`src/us_settings.svh`:
```
`ifndef US_SETTINGS_SVH
`define US_SETTINGS_SVH

// ==============================
// beamformer serial link
// ==============================
`define US_SPI_DATA_WIDTH 70 // lm96570 shift word
`define US_BIT_COUNT_WIDTH 8 // holds 0..255 bit count
`define US_SCK_HALF_DIV 12 // clock_50 cycles per sck half period

// ==============================
// sequencer and control
// ==============================
`define US_TIMER_WIDTH 32 // tx_len, init_delay, samples
`define US_MUX_WIDTH 11 // mux board select lines
`define US_START_DELAY 10 // start pulser latency in cycles

// ==============================
// register bus
// ==============================
`define US_AXI_ADDR_WIDTH 6 // byte address, 16 word slots
`define US_AXI_DATA_WIDTH 32

`endif
```
`src/us_regs_pkg.sv`:
```
`include "us_settings.svh"

package us_regs_pkg;

	// ==============================
	// byte offsets
	// ==============================
	localparam logic [`US_AXI_ADDR_WIDTH-1:0] REG_CTRL = 'h00; // control levels
	localparam logic [`US_AXI_ADDR_WIDTH-1:0] REG_STATUS = 'h04; // read only
	localparam logic [`US_AXI_ADDR_WIDTH-1:0] REG_SPI_NBITS = 'h08;
	localparam logic [`US_AXI_ADDR_WIDTH-1:0] REG_SPI_TX0 = 'h0C; // tx bits 31..0
	localparam logic [`US_AXI_ADDR_WIDTH-1:0] REG_SPI_TX1 = 'h10; // tx bits 63..32
	localparam logic [`US_AXI_ADDR_WIDTH-1:0] REG_SPI_TX2 = 'h14; // tx bits 69..64
	localparam logic [`US_AXI_ADDR_WIDTH-1:0] REG_SPI_RX0 = 'h18; // read only
	localparam logic [`US_AXI_ADDR_WIDTH-1:0] REG_SPI_RX1 = 'h1C;
	localparam logic [`US_AXI_ADDR_WIDTH-1:0] REG_SPI_RX2 = 'h20;
	localparam logic [`US_AXI_ADDR_WIDTH-1:0] REG_INIT_DELAY = 'h24;
	localparam logic [`US_AXI_ADDR_WIDTH-1:0] REG_SAMPLES = 'h28;
	localparam logic [`US_AXI_ADDR_WIDTH-1:0] REG_TX_LEN = 'h2C;
	localparam logic [`US_AXI_ADDR_WIDTH-1:0] REG_MUX = 'h30;

	// control word, bit 0 at the bottom
	typedef struct packed {
		logic [25:0] reserved;
		logic bf_reset; // bit 5
		logic txrx_sw_off; // bit 4
		logic txrx_spi_en; // bit 3
		logic pulser_en; // bit 2
		logic acq_go; // bit 1, level into start pulser
		logic spi_go; // bit 0
	} ctrl_fields_t;

	typedef union packed {
		logic [`US_AXI_DATA_WIDTH-1:0] raw; // bus view
		ctrl_fields_t f; // decoded view
	} ctrl_reg_u;

	localparam int STAT_SPI_DONE = 0;
	localparam int STAT_ACQ_DONE = 1;

	localparam logic [1:0] RESP_OKAY = 2'b00;
	localparam logic [1:0] RESP_SLVERR = 2'b10;

endpackage

```
`src/us_seq_pkg.sv`:
```
package us_seq_pkg;

	// beamformer serial engine
	typedef enum logic [1:0] {
		SPI_IDLE, // after reset, done low
		SPI_SHIFT, // cs_n low, bits moving
		SPI_DONE // transfer finished, done held
	} spi_state_e;

	// pulse-echo sequencer
	typedef enum logic [2:0] {
		ACQ_IDLE,
		ACQ_TX, // tx_en high
		ACQ_DELAY, // wait before window
		ACQ_WINDOW, // fifo_en high
		ACQ_DONE
	} acq_state_e;

endpackage

```
`src/us_ifs.sv`:
```
`timescale 1ns/1ps
`include "us_settings.svh"

// ==============================
// register block to spi engine
// ==============================
interface spi_cmd_if;
	logic start; // single cycle launch
	logic [`US_BIT_COUNT_WIDTH-1:0] num_bits; // bits to shift
	logic [`US_SPI_DATA_WIDTH-1:0] tx_data; // msb at num_bits-1
	logic [`US_SPI_DATA_WIDTH-1:0] rx_data; // captured word
	logic done; // high until next start

	modport master (
		output start, num_bits, tx_data,
		input rx_data, done
	);
	modport slave (
		input start, num_bits, tx_data,
		output rx_data, done
	);
endinterface

// ==============================
// register block to sequencer
// ==============================
interface acq_cfg_if;
	logic start;
	logic [`US_TIMER_WIDTH-1:0] init_delay; // gap before window
	logic [`US_TIMER_WIDTH-1:0] samples; // window length
	logic [`US_TIMER_WIDTH-1:0] tx_len; // tx_en length
	logic done;

	modport master (
		output start, init_delay, samples, tx_len,
		input done
	);
	modport slave (
		input start, init_delay, samples, tx_len,
		output done
	);
endinterface

```
`src/delayed_pulser.sv`:
```
`timescale 1ns/1ps
`include "us_settings.svh"

module delayed_pulser #(
	parameter int DELAY = `US_START_DELAY // cycles from edge to pulse
) (
	input logic clock_50,
	input logic rst_n,
	input logic level,
	output logic pulse
);

	localparam int CW = $clog2(DELAY + 1);

	logic level_q; // previous level for edge detect
	logic busy; // counting down
	logic [CW-1:0] cnt;
	logic rise;

	assign rise = level && !level_q;

	always_ff @(posedge clock_50) begin
		if (!rst_n) begin
			level_q <= 1'b0;
			busy <= 1'b0;
			cnt <= '0;
			pulse <= 1'b0;
		end else begin
			level_q <= level;
			pulse <= 1'b0; // single cycle only
			if (busy) begin
				if (cnt == '0) begin
					busy <= 1'b0;
					pulse <= 1'b1;
				end else begin
					cnt <= cnt - 1'b1;
				end
			end else if (rise) begin // edges while busy dropped
				busy <= 1'b1;
				cnt <= CW'(DELAY - 1);
			end
		end
	end

endmodule

```
`src/lm96570_spi.sv`:
```
`timescale 1ns/1ps
`include "us_settings.svh"

module lm96570_spi (
	input logic clock_50,
	input logic rst_n,
	spi_cmd_if.slave cmd,
	output logic cs_n,
	output logic sck,
	output logic sdo,
	input logic sdi
);

	localparam int DW = `US_SPI_DATA_WIDTH;
	localparam int HALF = `US_SCK_HALF_DIV;
	localparam int DIV_W = $clog2(HALF + 1);

	us_seq_pkg::spi_state_e state;
	logic [DIV_W-1:0] div_cnt; // half period timer
	logic div_tick;
	logic phase; // 0 sck low half, 1 high half
	logic [`US_BIT_COUNT_WIDTH-1:0] bits_left;
	logic [DW-1:0] tx_sh; // msb goes out first
	logic [DW-1:0] rx_sh; // fills from bit 0
	logic [DW-1:0] tx_aligned;
	logic start_ok;

	assign tx_aligned = cmd.tx_data << (DW - cmd.num_bits); // bit num_bits-1 to top
	assign div_tick = (div_cnt == DIV_W'(HALF - 1));
	assign start_ok = cmd.start && (state != us_seq_pkg::SPI_SHIFT); // busy ignores start
	assign cmd.done = (state == us_seq_pkg::SPI_DONE);

	// ==============================
	// control and pins
	// ==============================
	always_ff @(posedge clock_50) begin
		if (!rst_n) begin
			state <= us_seq_pkg::SPI_IDLE;
			cs_n <= 1'b1;
			sck <= 1'b0;
			sdo <= 1'b0;
			div_cnt <= '0;
			phase <= 1'b0;
			bits_left <= '0;
			cmd.rx_data <= '0;
		end else if (start_ok) begin
			state <= us_seq_pkg::SPI_SHIFT;
			cs_n <= 1'b0;
			sck <= 1'b0;
			sdo <= tx_aligned[DW-1]; // first bit before first rise
			div_cnt <= '0;
			phase <= 1'b0;
			bits_left <= cmd.num_bits;
		end else if (state == us_seq_pkg::SPI_SHIFT) begin
			div_cnt <= div_tick ? '0 : div_cnt + 1'b1;
			if (div_tick && !phase) begin
				if (bits_left == '0) begin // trailing half period over
					state <= us_seq_pkg::SPI_DONE;
					cs_n <= 1'b1;
					sdo <= 1'b0;
					cmd.rx_data <= rx_sh;
				end else begin
					sck <= 1'b1; // rising edge, sdi sampled
					phase <= 1'b1;
				end
			end else if (div_tick) begin
				sck <= 1'b0; // falling edge, next bit out
				phase <= 1'b0;
				bits_left <= bits_left - 1'b1;
				sdo <= tx_sh[DW-2];
			end
		end
	end

	// shift registers
	always_ff @(posedge clock_50) begin
		if (start_ok) begin
			tx_sh <= tx_aligned;
			rx_sh <= '0; // upper bits read back as zero
		end else if (state == us_seq_pkg::SPI_SHIFT && div_tick) begin
			if (!phase && bits_left != '0) begin
				rx_sh <= {rx_sh[DW-2:0], sdi};
			end
			if (phase) begin
				tx_sh <= {tx_sh[DW-2:0], 1'b0};
			end
		end
	end

endmodule

```
`src/pulse_echo_fsm.sv`:
```
`timescale 1ns/1ps
`include "us_settings.svh"

module pulse_echo_fsm (
	input logic clock_50,
	input logic rst_n,
	acq_cfg_if.slave cfg,
	output logic tx_en,
	output logic fifo_en
);

	localparam int TW = `US_TIMER_WIDTH;

	us_seq_pkg::acq_state_e state;
	logic [TW-1:0] cnt; // shared phase timer
	logic [TW-1:0] dly_q; // latched at start
	logic [TW-1:0] smp_q;
	logic last; // final cycle of a phase
	logic start_ok;

	assign last = (cnt == TW'(1));
	assign start_ok = cfg.start &&
		(state == us_seq_pkg::ACQ_IDLE || state == us_seq_pkg::ACQ_DONE);
	assign tx_en = (state == us_seq_pkg::ACQ_TX);
	assign fifo_en = (state == us_seq_pkg::ACQ_WINDOW);
	assign cfg.done = (state == us_seq_pkg::ACQ_DONE); // follows last window cycle

	// running sequence keeps its own copy
	always_ff @(posedge clock_50) begin
		if (start_ok) begin
			dly_q <= cfg.init_delay;
			smp_q <= cfg.samples;
		end
	end

	// ==============================
	// sequence, zero lengths skipped
	// ==============================
	always_ff @(posedge clock_50) begin
		if (!rst_n) begin
			state <= us_seq_pkg::ACQ_IDLE;
			cnt <= '0;
		end else if (start_ok) begin
			if (cfg.tx_len != '0) begin
				state <= us_seq_pkg::ACQ_TX;
				cnt <= cfg.tx_len;
			end else if (cfg.init_delay != '0) begin
				state <= us_seq_pkg::ACQ_DELAY;
				cnt <= cfg.init_delay;
			end else if (cfg.samples != '0) begin
				state <= us_seq_pkg::ACQ_WINDOW;
				cnt <= cfg.samples;
			end else begin
				state <= us_seq_pkg::ACQ_DONE;
			end
		end else begin
			case (state)
				us_seq_pkg::ACQ_TX: begin
					if (!last) begin
						cnt <= cnt - 1'b1;
					end else if (dly_q != '0) begin
						state <= us_seq_pkg::ACQ_DELAY;
						cnt <= dly_q;
					end else if (smp_q != '0) begin
						state <= us_seq_pkg::ACQ_WINDOW;
						cnt <= smp_q;
					end else begin
						state <= us_seq_pkg::ACQ_DONE;
					end
				end
				us_seq_pkg::ACQ_DELAY: begin
					if (!last) begin
						cnt <= cnt - 1'b1;
					end else if (smp_q != '0) begin
						state <= us_seq_pkg::ACQ_WINDOW;
						cnt <= smp_q;
					end else begin
						state <= us_seq_pkg::ACQ_DONE;
					end
				end
				us_seq_pkg::ACQ_WINDOW: begin
					if (!last) begin
						cnt <= cnt - 1'b1;
					end else begin
						state <= us_seq_pkg::ACQ_DONE;
					end
				end
				default: ; // idle or done waits for start
			endcase
		end
	end

endmodule

```
`src/us_axil_regs.sv`:
```
`timescale 1ns/1ps
`include "us_settings.svh"

module us_axil_regs (
	input logic clock_50,
	input logic rst_n,
	// ==============================
	// axi4-lite slave
	// ==============================
	input logic [`US_AXI_ADDR_WIDTH-1:0] s_awaddr,
	input logic s_awvalid,
	output logic s_awready,
	input logic [`US_AXI_DATA_WIDTH-1:0] s_wdata,
	input logic [`US_AXI_DATA_WIDTH/8-1:0] s_wstrb, // whole words only
	input logic s_wvalid,
	output logic s_wready,
	output logic [1:0] s_bresp,
	output logic s_bvalid,
	input logic s_bready,
	input logic [`US_AXI_ADDR_WIDTH-1:0] s_araddr,
	input logic s_arvalid,
	output logic s_arready,
	output logic [`US_AXI_DATA_WIDTH-1:0] s_rdata,
	output logic [1:0] s_rresp,
	output logic s_rvalid,
	input logic s_rready,
	// ==============================
	// engines and static controls
	// ==============================
	spi_cmd_if.master spi,
	acq_cfg_if.master acq,
	output logic pulser_en,
	output logic txrx_spi_en,
	output logic txrx_sw_off,
	output logic bf_reset,
	output logic [`US_MUX_WIDTH-1:0] mux_cnt
);

	localparam int DW = `US_AXI_DATA_WIDTH;
	localparam int SW = `US_SPI_DATA_WIDTH;
	localparam int TW = `US_TIMER_WIDTH;
	localparam int BW = `US_BIT_COUNT_WIDTH;
	localparam int MW = `US_MUX_WIDTH;

	us_regs_pkg::ctrl_reg_u ctrl_q; // raw on the bus, fields to logic
	logic [BW-1:0] nbits_q;
	logic [SW-1:0] tx_q; // spread over three words
	logic [TW-1:0] init_delay_q;
	logic [TW-1:0] samples_q;
	logic [TW-1:0] tx_len_q;
	logic [MW-1:0] mux_q;
	logic wr_fire; // aw and w taken together
	logic rd_fire;
	logic wr_err;
	logic rd_err;
	logic [DW-1:0] rd_word;
	logic [DW-1:0] status;

	assign wr_fire = s_awvalid && s_wvalid && !s_bvalid; // one write in flight
	assign rd_fire = s_arvalid && !s_rvalid && !wr_fire; // write wins a tie
	assign s_awready = wr_fire;
	assign s_wready = wr_fire;
	assign s_arready = rd_fire;

	always_comb begin
		status = '0;
		status[us_regs_pkg::STAT_SPI_DONE] = spi.done;
		status[us_regs_pkg::STAT_ACQ_DONE] = acq.done;
	end

	// writable offsets, everything else errors
	always_comb begin
		case (s_awaddr)
			us_regs_pkg::REG_CTRL, us_regs_pkg::REG_SPI_NBITS,
			us_regs_pkg::REG_SPI_TX0, us_regs_pkg::REG_SPI_TX1,
			us_regs_pkg::REG_SPI_TX2, us_regs_pkg::REG_INIT_DELAY,
			us_regs_pkg::REG_SAMPLES, us_regs_pkg::REG_TX_LEN,
			us_regs_pkg::REG_MUX: wr_err = 1'b0;
			default: wr_err = 1'b1;
		endcase
	end

	// read mux
	always_comb begin
		rd_word = '0;
		rd_err = 1'b0;
		case (s_araddr)
			us_regs_pkg::REG_CTRL: rd_word = ctrl_q.raw;
			us_regs_pkg::REG_STATUS: rd_word = status;
			us_regs_pkg::REG_SPI_NBITS: rd_word = DW'(nbits_q);
			us_regs_pkg::REG_SPI_TX0: rd_word = tx_q[DW-1:0];
			us_regs_pkg::REG_SPI_TX1: rd_word = tx_q[2*DW-1:DW];
			us_regs_pkg::REG_SPI_TX2: rd_word = DW'(tx_q[SW-1:2*DW]);
			us_regs_pkg::REG_SPI_RX0: rd_word = spi.rx_data[DW-1:0];
			us_regs_pkg::REG_SPI_RX1: rd_word = spi.rx_data[2*DW-1:DW];
			us_regs_pkg::REG_SPI_RX2: rd_word = DW'(spi.rx_data[SW-1:2*DW]);
			us_regs_pkg::REG_INIT_DELAY: rd_word = DW'(init_delay_q);
			us_regs_pkg::REG_SAMPLES: rd_word = DW'(samples_q);
			us_regs_pkg::REG_TX_LEN: rd_word = DW'(tx_len_q);
			us_regs_pkg::REG_MUX: rd_word = DW'(mux_q);
			default: rd_err = 1'b1; // unmapped reads give zero
		endcase
	end

	// ==============================
	// register file and handshakes
	// ==============================
	always_ff @(posedge clock_50) begin
		if (!rst_n) begin
			ctrl_q.raw <= '0;
			nbits_q <= '0;
			tx_q <= '0;
			init_delay_q <= '0;
			samples_q <= '0;
			tx_len_q <= '0;
			mux_q <= '0;
			s_bvalid <= 1'b0;
			s_rvalid <= 1'b0;
		end else begin
			if (wr_fire) begin
				s_bvalid <= 1'b1;
				case (s_awaddr)
					us_regs_pkg::REG_CTRL: ctrl_q.raw <= s_wdata;
					us_regs_pkg::REG_SPI_NBITS: nbits_q <= s_wdata[BW-1:0];
					us_regs_pkg::REG_SPI_TX0: tx_q[DW-1:0] <= s_wdata;
					us_regs_pkg::REG_SPI_TX1: tx_q[2*DW-1:DW] <= s_wdata;
					us_regs_pkg::REG_SPI_TX2: tx_q[SW-1:2*DW] <= s_wdata[SW-2*DW-1:0];
					us_regs_pkg::REG_INIT_DELAY: init_delay_q <= TW'(s_wdata);
					us_regs_pkg::REG_SAMPLES: samples_q <= TW'(s_wdata);
					us_regs_pkg::REG_TX_LEN: tx_len_q <= TW'(s_wdata);
					us_regs_pkg::REG_MUX: mux_q <= s_wdata[MW-1:0];
					default: ; // read only or unmapped
				endcase
			end else if (s_bvalid && s_bready) begin
				s_bvalid <= 1'b0;
			end
			if (rd_fire) begin
				s_rvalid <= 1'b1;
			end else if (s_rvalid && s_rready) begin
				s_rvalid <= 1'b0;
			end
		end
	end

	// response payload, held while valid waits
	always_ff @(posedge clock_50) begin
		if (wr_fire) begin
			s_bresp <= wr_err ? us_regs_pkg::RESP_SLVERR : us_regs_pkg::RESP_OKAY;
		end
		if (rd_fire) begin
			s_rdata <= rd_word;
			s_rresp <= rd_err ? us_regs_pkg::RESP_SLVERR : us_regs_pkg::RESP_OKAY;
		end
	end

	// go levels become delayed start pulses
	delayed_pulser #(.DELAY(`US_START_DELAY)) u_spi_start (
		.clock_50 (clock_50),
		.rst_n (rst_n),
		.level (ctrl_q.f.spi_go),
		.pulse (spi.start)
	);

	delayed_pulser #(.DELAY(`US_START_DELAY)) u_acq_start (
		.clock_50 (clock_50),
		.rst_n (rst_n),
		.level (ctrl_q.f.acq_go),
		.pulse (acq.start)
	);

	assign spi.num_bits = nbits_q;
	assign spi.tx_data = tx_q;
	assign acq.init_delay = init_delay_q;
	assign acq.samples = samples_q;
	assign acq.tx_len = tx_len_q;

	assign pulser_en = ctrl_q.f.pulser_en;
	assign txrx_spi_en = ctrl_q.f.txrx_spi_en;
	assign txrx_sw_off = ctrl_q.f.txrx_sw_off;
	assign bf_reset = ctrl_q.f.bf_reset;
	assign mux_cnt = mux_q;

endmodule

```
`src/us_frontend_top.sv`:
```
`timescale 1ns/1ps
`include "us_settings.svh"

module us_frontend_top (
	input logic clock_50,
	input logic rst_n,
	// ==============================
	// axi4-lite slave
	// ==============================
	input logic [`US_AXI_ADDR_WIDTH-1:0] s_awaddr,
	input logic s_awvalid,
	output logic s_awready,
	input logic [`US_AXI_DATA_WIDTH-1:0] s_wdata,
	input logic [`US_AXI_DATA_WIDTH/8-1:0] s_wstrb,
	input logic s_wvalid,
	output logic s_wready,
	output logic [1:0] s_bresp,
	output logic s_bvalid,
	input logic s_bready,
	input logic [`US_AXI_ADDR_WIDTH-1:0] s_araddr,
	input logic s_arvalid,
	output logic s_arready,
	output logic [`US_AXI_DATA_WIDTH-1:0] s_rdata,
	output logic [1:0] s_rresp,
	output logic s_rvalid,
	input logic s_rready,
	// ==============================
	// beamformer and board controls
	// ==============================
	output logic bf_spi_cs_n,
	output logic bf_spi_sck,
	output logic bf_spi_sdo,
	input logic bf_spi_sdi,
	output logic bf_tx_en,
	output logic bf_reset,
	output logic pulser_en,
	output logic txrx_spi_en, // lm96530 t/r switch
	output logic txrx_sw_off,
	output logic [`US_MUX_WIDTH-1:0] mux_cnt,
	output logic fifo_en // acquisition window
);

	spi_cmd_if u_spi_if ();
	acq_cfg_if u_acq_if ();

	us_axil_regs u_regs (
		.clock_50 (clock_50),
		.rst_n (rst_n),
		.s_awaddr (s_awaddr),
		.s_awvalid (s_awvalid),
		.s_awready (s_awready),
		.s_wdata (s_wdata),
		.s_wstrb (s_wstrb),
		.s_wvalid (s_wvalid),
		.s_wready (s_wready),
		.s_bresp (s_bresp),
		.s_bvalid (s_bvalid),
		.s_bready (s_bready),
		.s_araddr (s_araddr),
		.s_arvalid (s_arvalid),
		.s_arready (s_arready),
		.s_rdata (s_rdata),
		.s_rresp (s_rresp),
		.s_rvalid (s_rvalid),
		.s_rready (s_rready),
		.spi (u_spi_if.master),
		.acq (u_acq_if.master),
		.pulser_en (pulser_en),
		.txrx_spi_en (txrx_spi_en),
		.txrx_sw_off (txrx_sw_off),
		.bf_reset (bf_reset),
		.mux_cnt (mux_cnt)
	);

	lm96570_spi u_spi (
		.clock_50 (clock_50),
		.rst_n (rst_n),
		.cmd (u_spi_if.slave),
		.cs_n (bf_spi_cs_n),
		.sck (bf_spi_sck),
		.sdo (bf_spi_sdo),
		.sdi (bf_spi_sdi)
	);

	pulse_echo_fsm u_seq (
		.clock_50 (clock_50),
		.rst_n (rst_n),
		.cfg (u_acq_if.slave),
		.tx_en (bf_tx_en),
		.fifo_en (fifo_en)
	);

endmodule

```
`config.mk`:
```
export PLATFORM = sky130hd
export DESIGN_NAME = us_frontend_top
export DESIGN_NICKNAME = d
export VERILOG_FILES = /design/src/us_regs_pkg.sv /design/src/us_seq_pkg.sv /design/src/us_ifs.sv /design/src/delayed_pulser.sv /design/src/lm96570_spi.sv /design/src/pulse_echo_fsm.sv /design/src/us_axil_regs.sv /design/src/us_frontend_top.sv
export VERILOG_INCLUDE_DIRS = /design/src
export SDC_FILE = /design/constraint.sdc
export NUM_CORES = 2
export LEC_CHECK = 0
export ABC_CLOCK_PERIOD_IN_PS = 5200
export BUFFER_PORTS_ARGS = -buffer_cell sky130_fd_sc_hd__buf_2
export CORE_AREA = 3 3 350 352
export DETAILED_ROUTE_END_ITERATION = 8
export DIE_AREA = 0 0 353 355
export PLACE_DENSITY_LB_ADDON = 0.1
export SLEW_MARGIN = 30
export SYNTH_ARGS = -nofsm -noshare
export SYNTH_HDL_FRONTEND = slang
export SYNTH_SLANG_ARGS = --single-unit
```
`constraint.sdc`:
```
create_clock -name clock_50 -period 5.2 [get_ports clock_50]
set_clock_uncertainty 0.2 [all_clocks]
set_input_delay 0.26 -clock clock_50 [delete_from_list [all_inputs] [get_ports clock_50]]
set_output_delay 0.26 -clock clock_50 [all_outputs]
set_load 0.05 [all_outputs]
```
==> metrics.csv <==
stage,metric,value,unit
status,status,completed,
sta,unrepaired setup endpoints after global routing,no,
critical_path,Worst R2R Start,u_regs.spi.num_bits[1],
power,P_int,7.894,mW
clock_tree,CTS Hold Bufs,51,
clock_tree,Root Driver,clkbuf_16,
place,Port Buffers,110,
detailed_routing,initial drt markers,2359,
critical_path,Worst Path Required,5.39,ns
power,VDD IR max,0.2542,mV
layout,Sequential Area,13530,um^2
power,pwr dens,298.0,nW/um^2
place,pre-CTS worst setup slack,1.252,ns
die,# IOs,117,
sta,setup TNS,0,ns
synthesis,Netlist cell types,83,
sta,maximum clock rate,0.2540,GHz
grt,number of global-route vias before repair,25810,
synthesis,synthesis-stage register bit count,592,
grt,Tot GR Track Use,20.32,%
grt,gr ovfl total,0,
critical_path,CP startpoint kind,flop,
power,Comb power frac,3.6,%
critical_path,Reg-to-Reg End,u_spi.tx_sh[53],
clock_tree,Skew-Pair Late Insertion Delay,0.68,ns
layout,# diodes,0,
clock_tree,clock slew at reported path FFs,0.06,ns
layout,post-layout util,29.31,%
clock_tree,CTS H-tree depth,3,
power,clock network power share,50.9,%
clock_tree,clk sinks,592,
power,Lkg Pwr,12.28,nW
die,die height,355,um
die,Initial Utilization,24.94,%
clock_tree,Inserted Clock Buffers,76,
grt,largest net degree at the start of global routing,92,
critical_path,Critical Path AT,4.13,ns
synthesis,Synth async-reset ratio,0,%
sta,Final WS setup,1.263,ns
sta,worst slew pin tran,1.022,ns
critical_path,CP endpoint kind,flop,
die,full die area,125300,um^2
sta,Rel. slew slack,31.66,%
detailed_routing,DRC Markers,0,
layout,Post-Layout Cell Count,5141,
critical_path,flop2flop setup slack,1.26,ns
power,Tot Pwr,10.45,mW
clock_tree,number of buffers added for setup after CTS,0,
worst_hold_path,hold path endpoint,u_regs.s_rdata[5],
clock_tree,post-CTS sizing,0,
layout,share of cells above drive strength 1,12.24,%
die,row count,127,
clock_tree,CTS tree,done,
synthesis,Post-synth EDFFs,167,
detailed_routing,final WL,132200,um
critical_path,Crit Path Class,reg -> reg,
critical_path,R2R depth,9,
layout,final-layout fill cell count,12750,
worst_hold_path,WHS Path Cells,3,
grt,antenna violations before repair,2,
place,DPL Wire Length,93610,um
power,Reg power frac,45.5,%
detailed_routing,DR vias/cell,5.246,
place,GPL Wtd Cong,0.8477,
sta,Final Hold Viols,0,
synthesis,Cells after Synth,3440,
clock_tree,clock buffer depth,3,
job,MaxCap Viol Count,0,
worst_hold_path,min-delay worst type,in -> reg,
synthesis,cell area after synthesis,29840,um^2
sta,max-slew violations,0,
detailed_routing,Wirelength per Cell,25.71,um
synthesis,syn avg cell area,8.675,um^2
sta,final setup violation count,0,
layout,area of the multi-input gates,15260,um^2
detailed_routing,Detailed Routing Iterations Pass 1,6,
die,die span in x,353,um
detailed_routing,Antenna Nets Post-Route,0,
layout,fin nets,3536,
critical_path,crit path max fanout,23,
sta,min Tclk post-route,3.937,ns
synthesis,synth warn,0,
sta,"Period Utilization, post-route",75.71,%
power,sw power,2.554,mW
worst_hold_path,min-delay src,s_araddr[4],
place,placed cells,4952,
power,sw frac,24.44,%
synthesis,register area share after synthesis,45.31,%
detailed_routing,vias post-DR,26970,
grt,first-pass GRT wire length,190100,um
layout,area delta synth->final,17.50,%
die,core area,119700,um^2
synthesis,"Top FF cell, synth",dfxtp_1,
==> layer usage <==
layer	track usage, %	wire (um)
met1	28.34	61550
met2	32.74	60570
met3	2.711	6529
met4	6.015	3507
met5	0	12
==> worst max-delay path by stage <==
stage	startpoint	endpoint	slack (ns)	cells after the start
after detailed placement	u_regs.spi.num_bits[1]	u_spi.tx_sh[53]	1.25	9
after floorplan	u_seq.state[0]	u_seq.cnt[29]	1.34	7
after CTS	u_regs.spi.num_bits[1]	u_spi.tx_sh[53]	1.24	9
final	u_regs.spi.num_bits[1]	u_spi.tx_sh[53]	1.26	9
after global placement	u_regs.spi.num_bits[1]	u_spi.tx_sh[53]	1.25	9
after global routing	u_regs.spi.num_bits[1]	u_spi.tx_sh[53]	1.09	9
==> state kept, by name, indices dropped and copies added, names as in the netlist, 2 cells and up <==
name / count
u_regs.acq.init_delay: 32
u_spi.state: 2
u_spi.div_cnt: 4
u_regs.u_acq_start.cnt: 4
u_seq.smp_q: 32
u_spi.rx_sh: 70
u_regs.ctrl_q: 32
u_regs.u_spi_start.cnt: 4
u_spi.bits_left: 8
u_regs.mux_cnt: 11
u_regs.acq.tx_len: 32
u_regs.spi.num_bits: 8
u_regs.acq.samples: 32
u_spi.tx_sh: 69
u_seq.cnt: 32
u_seq.dly_q: 32
u_regs.s_rdata: 32
u_seq.state: 3
u_spi.cmd.rx_data: 70
u_regs.spi.tx_data: 70
==> critical path: stages (launching register included) <==
cell and delay (ns):
dfxtp_1 0.61, ha_4 0.26, xor2_4 0.70, buf_4 0.32, mux4_2 0.39, nand2_1 0.10, a21oi_1 0.08, o21ai_0 0.44
o22ai_1 0.22, a221o_1 0.35
==> power groups by stage <==
stage	Combinational [mW]	Clock (mW)	Sequential (mW)
finish	0.381	5.31	4.75
global route	0.402	5.61	4.75
CTS	0.384	5.46	4.75
detailed placement	0.352	0	4.85
global placement	0.353	0	4.85
floorplan	0.142	0	4.90
==> logic make-up (layout without fill, tap and decap cells) <==
logic type | after synthesis | in the layout | share of synthesized area [%]
compound gates | 981 | 981 | 21.04
xor+xnor | 36 | 36 | 1.082
fa+ha+maj | 10 | 10 | 0.4193
buf+inv | 303 | 391 | 4.239
flops | 592 | 592 | 45.31
mux | 214 | 214 | 9.148
other cells | 1 | 2 | 0.01257
simple gates | 1303 | 1303 | 18.75
==> cells in the final DEF (no fill, tap or decap), types with 25 or more instances in the layout <==
| master | n |
|---|---|
| mux2i_1 | 140 |
| a211o_1 | 26 |
| mux4_2 | 44 |
| edfxtp_1 | 167 |
| clkbuf_16 | 78 |
| o221ai_1 | 25 |
| mux2_2 | 30 |
| a21oi_1 | 450 |
| nor4_1 | 53 |
| dlygate4sd3_1 | 51 |
| dfxtp_1 | 424 |
| buf_2 | 109 |
| a22oi_1 | 96 |
| nor3_1 | 34 |
| buf_4 | 66 |
| nand2_1 | 854 |
| nand3_1 | 95 |
| nor2_1 | 135 |
| o211ai_1 | 28 |
| a21o_1 | 56 |
| a211oi_1 | 34 |
| o21ai_0 | 85 |
==> layout make-up <==
type / count / area share (%)
sequential: 592 / 38.57
inverter: 23 / 0.2676
multi-input combinational: 2546 / 43.51
timing repair buffer: 231 / 4.731
tap: 1612 / 5.752
clock buffer: 110 / 6.365
clock inverter: 27 / 0.7992
==> cell usage after synthesis, types with 25 or more instances <==
cell	number	area (um^2)
clkbuf_1	197	739.5
buf_2	57	285.3
o221ai_1	25	219.0
mux2i_1	140	1401
nor3_1	37	185.2
a21oi_1	452	2262
o21ai_0	85	425.4
dfxtp_1	425	8508
mux2_2	30	337.8
a22oi_1	96	720.7
nand2_1	857	3217
a21o_1	56	420.4
edfxtp_1	167	5015
nor2_1	144	540.5
nor4_1	54	337.8
mux4_2	44	991.0
o211ai_1	28	210.2
a211o_1	26	227.7
nand3_1	96	480.5
a211oi_1	34	255.2
==> metrics by stage <==
| step | instance area (um^2) | hold slack (ns) |
|---|---|---|
| final | 35070 | 0.1075 |
| after detailed placement | 32010 | 0.2450 |
| after CTS | 35040 | 0.06037 |
| after global routing | 35070 | 0.1188 |
| after global placement | 32010 | 0.2426 |
| after floorplan | 29850 | 0.1960 |
Power figures use the tool's default switching activity.
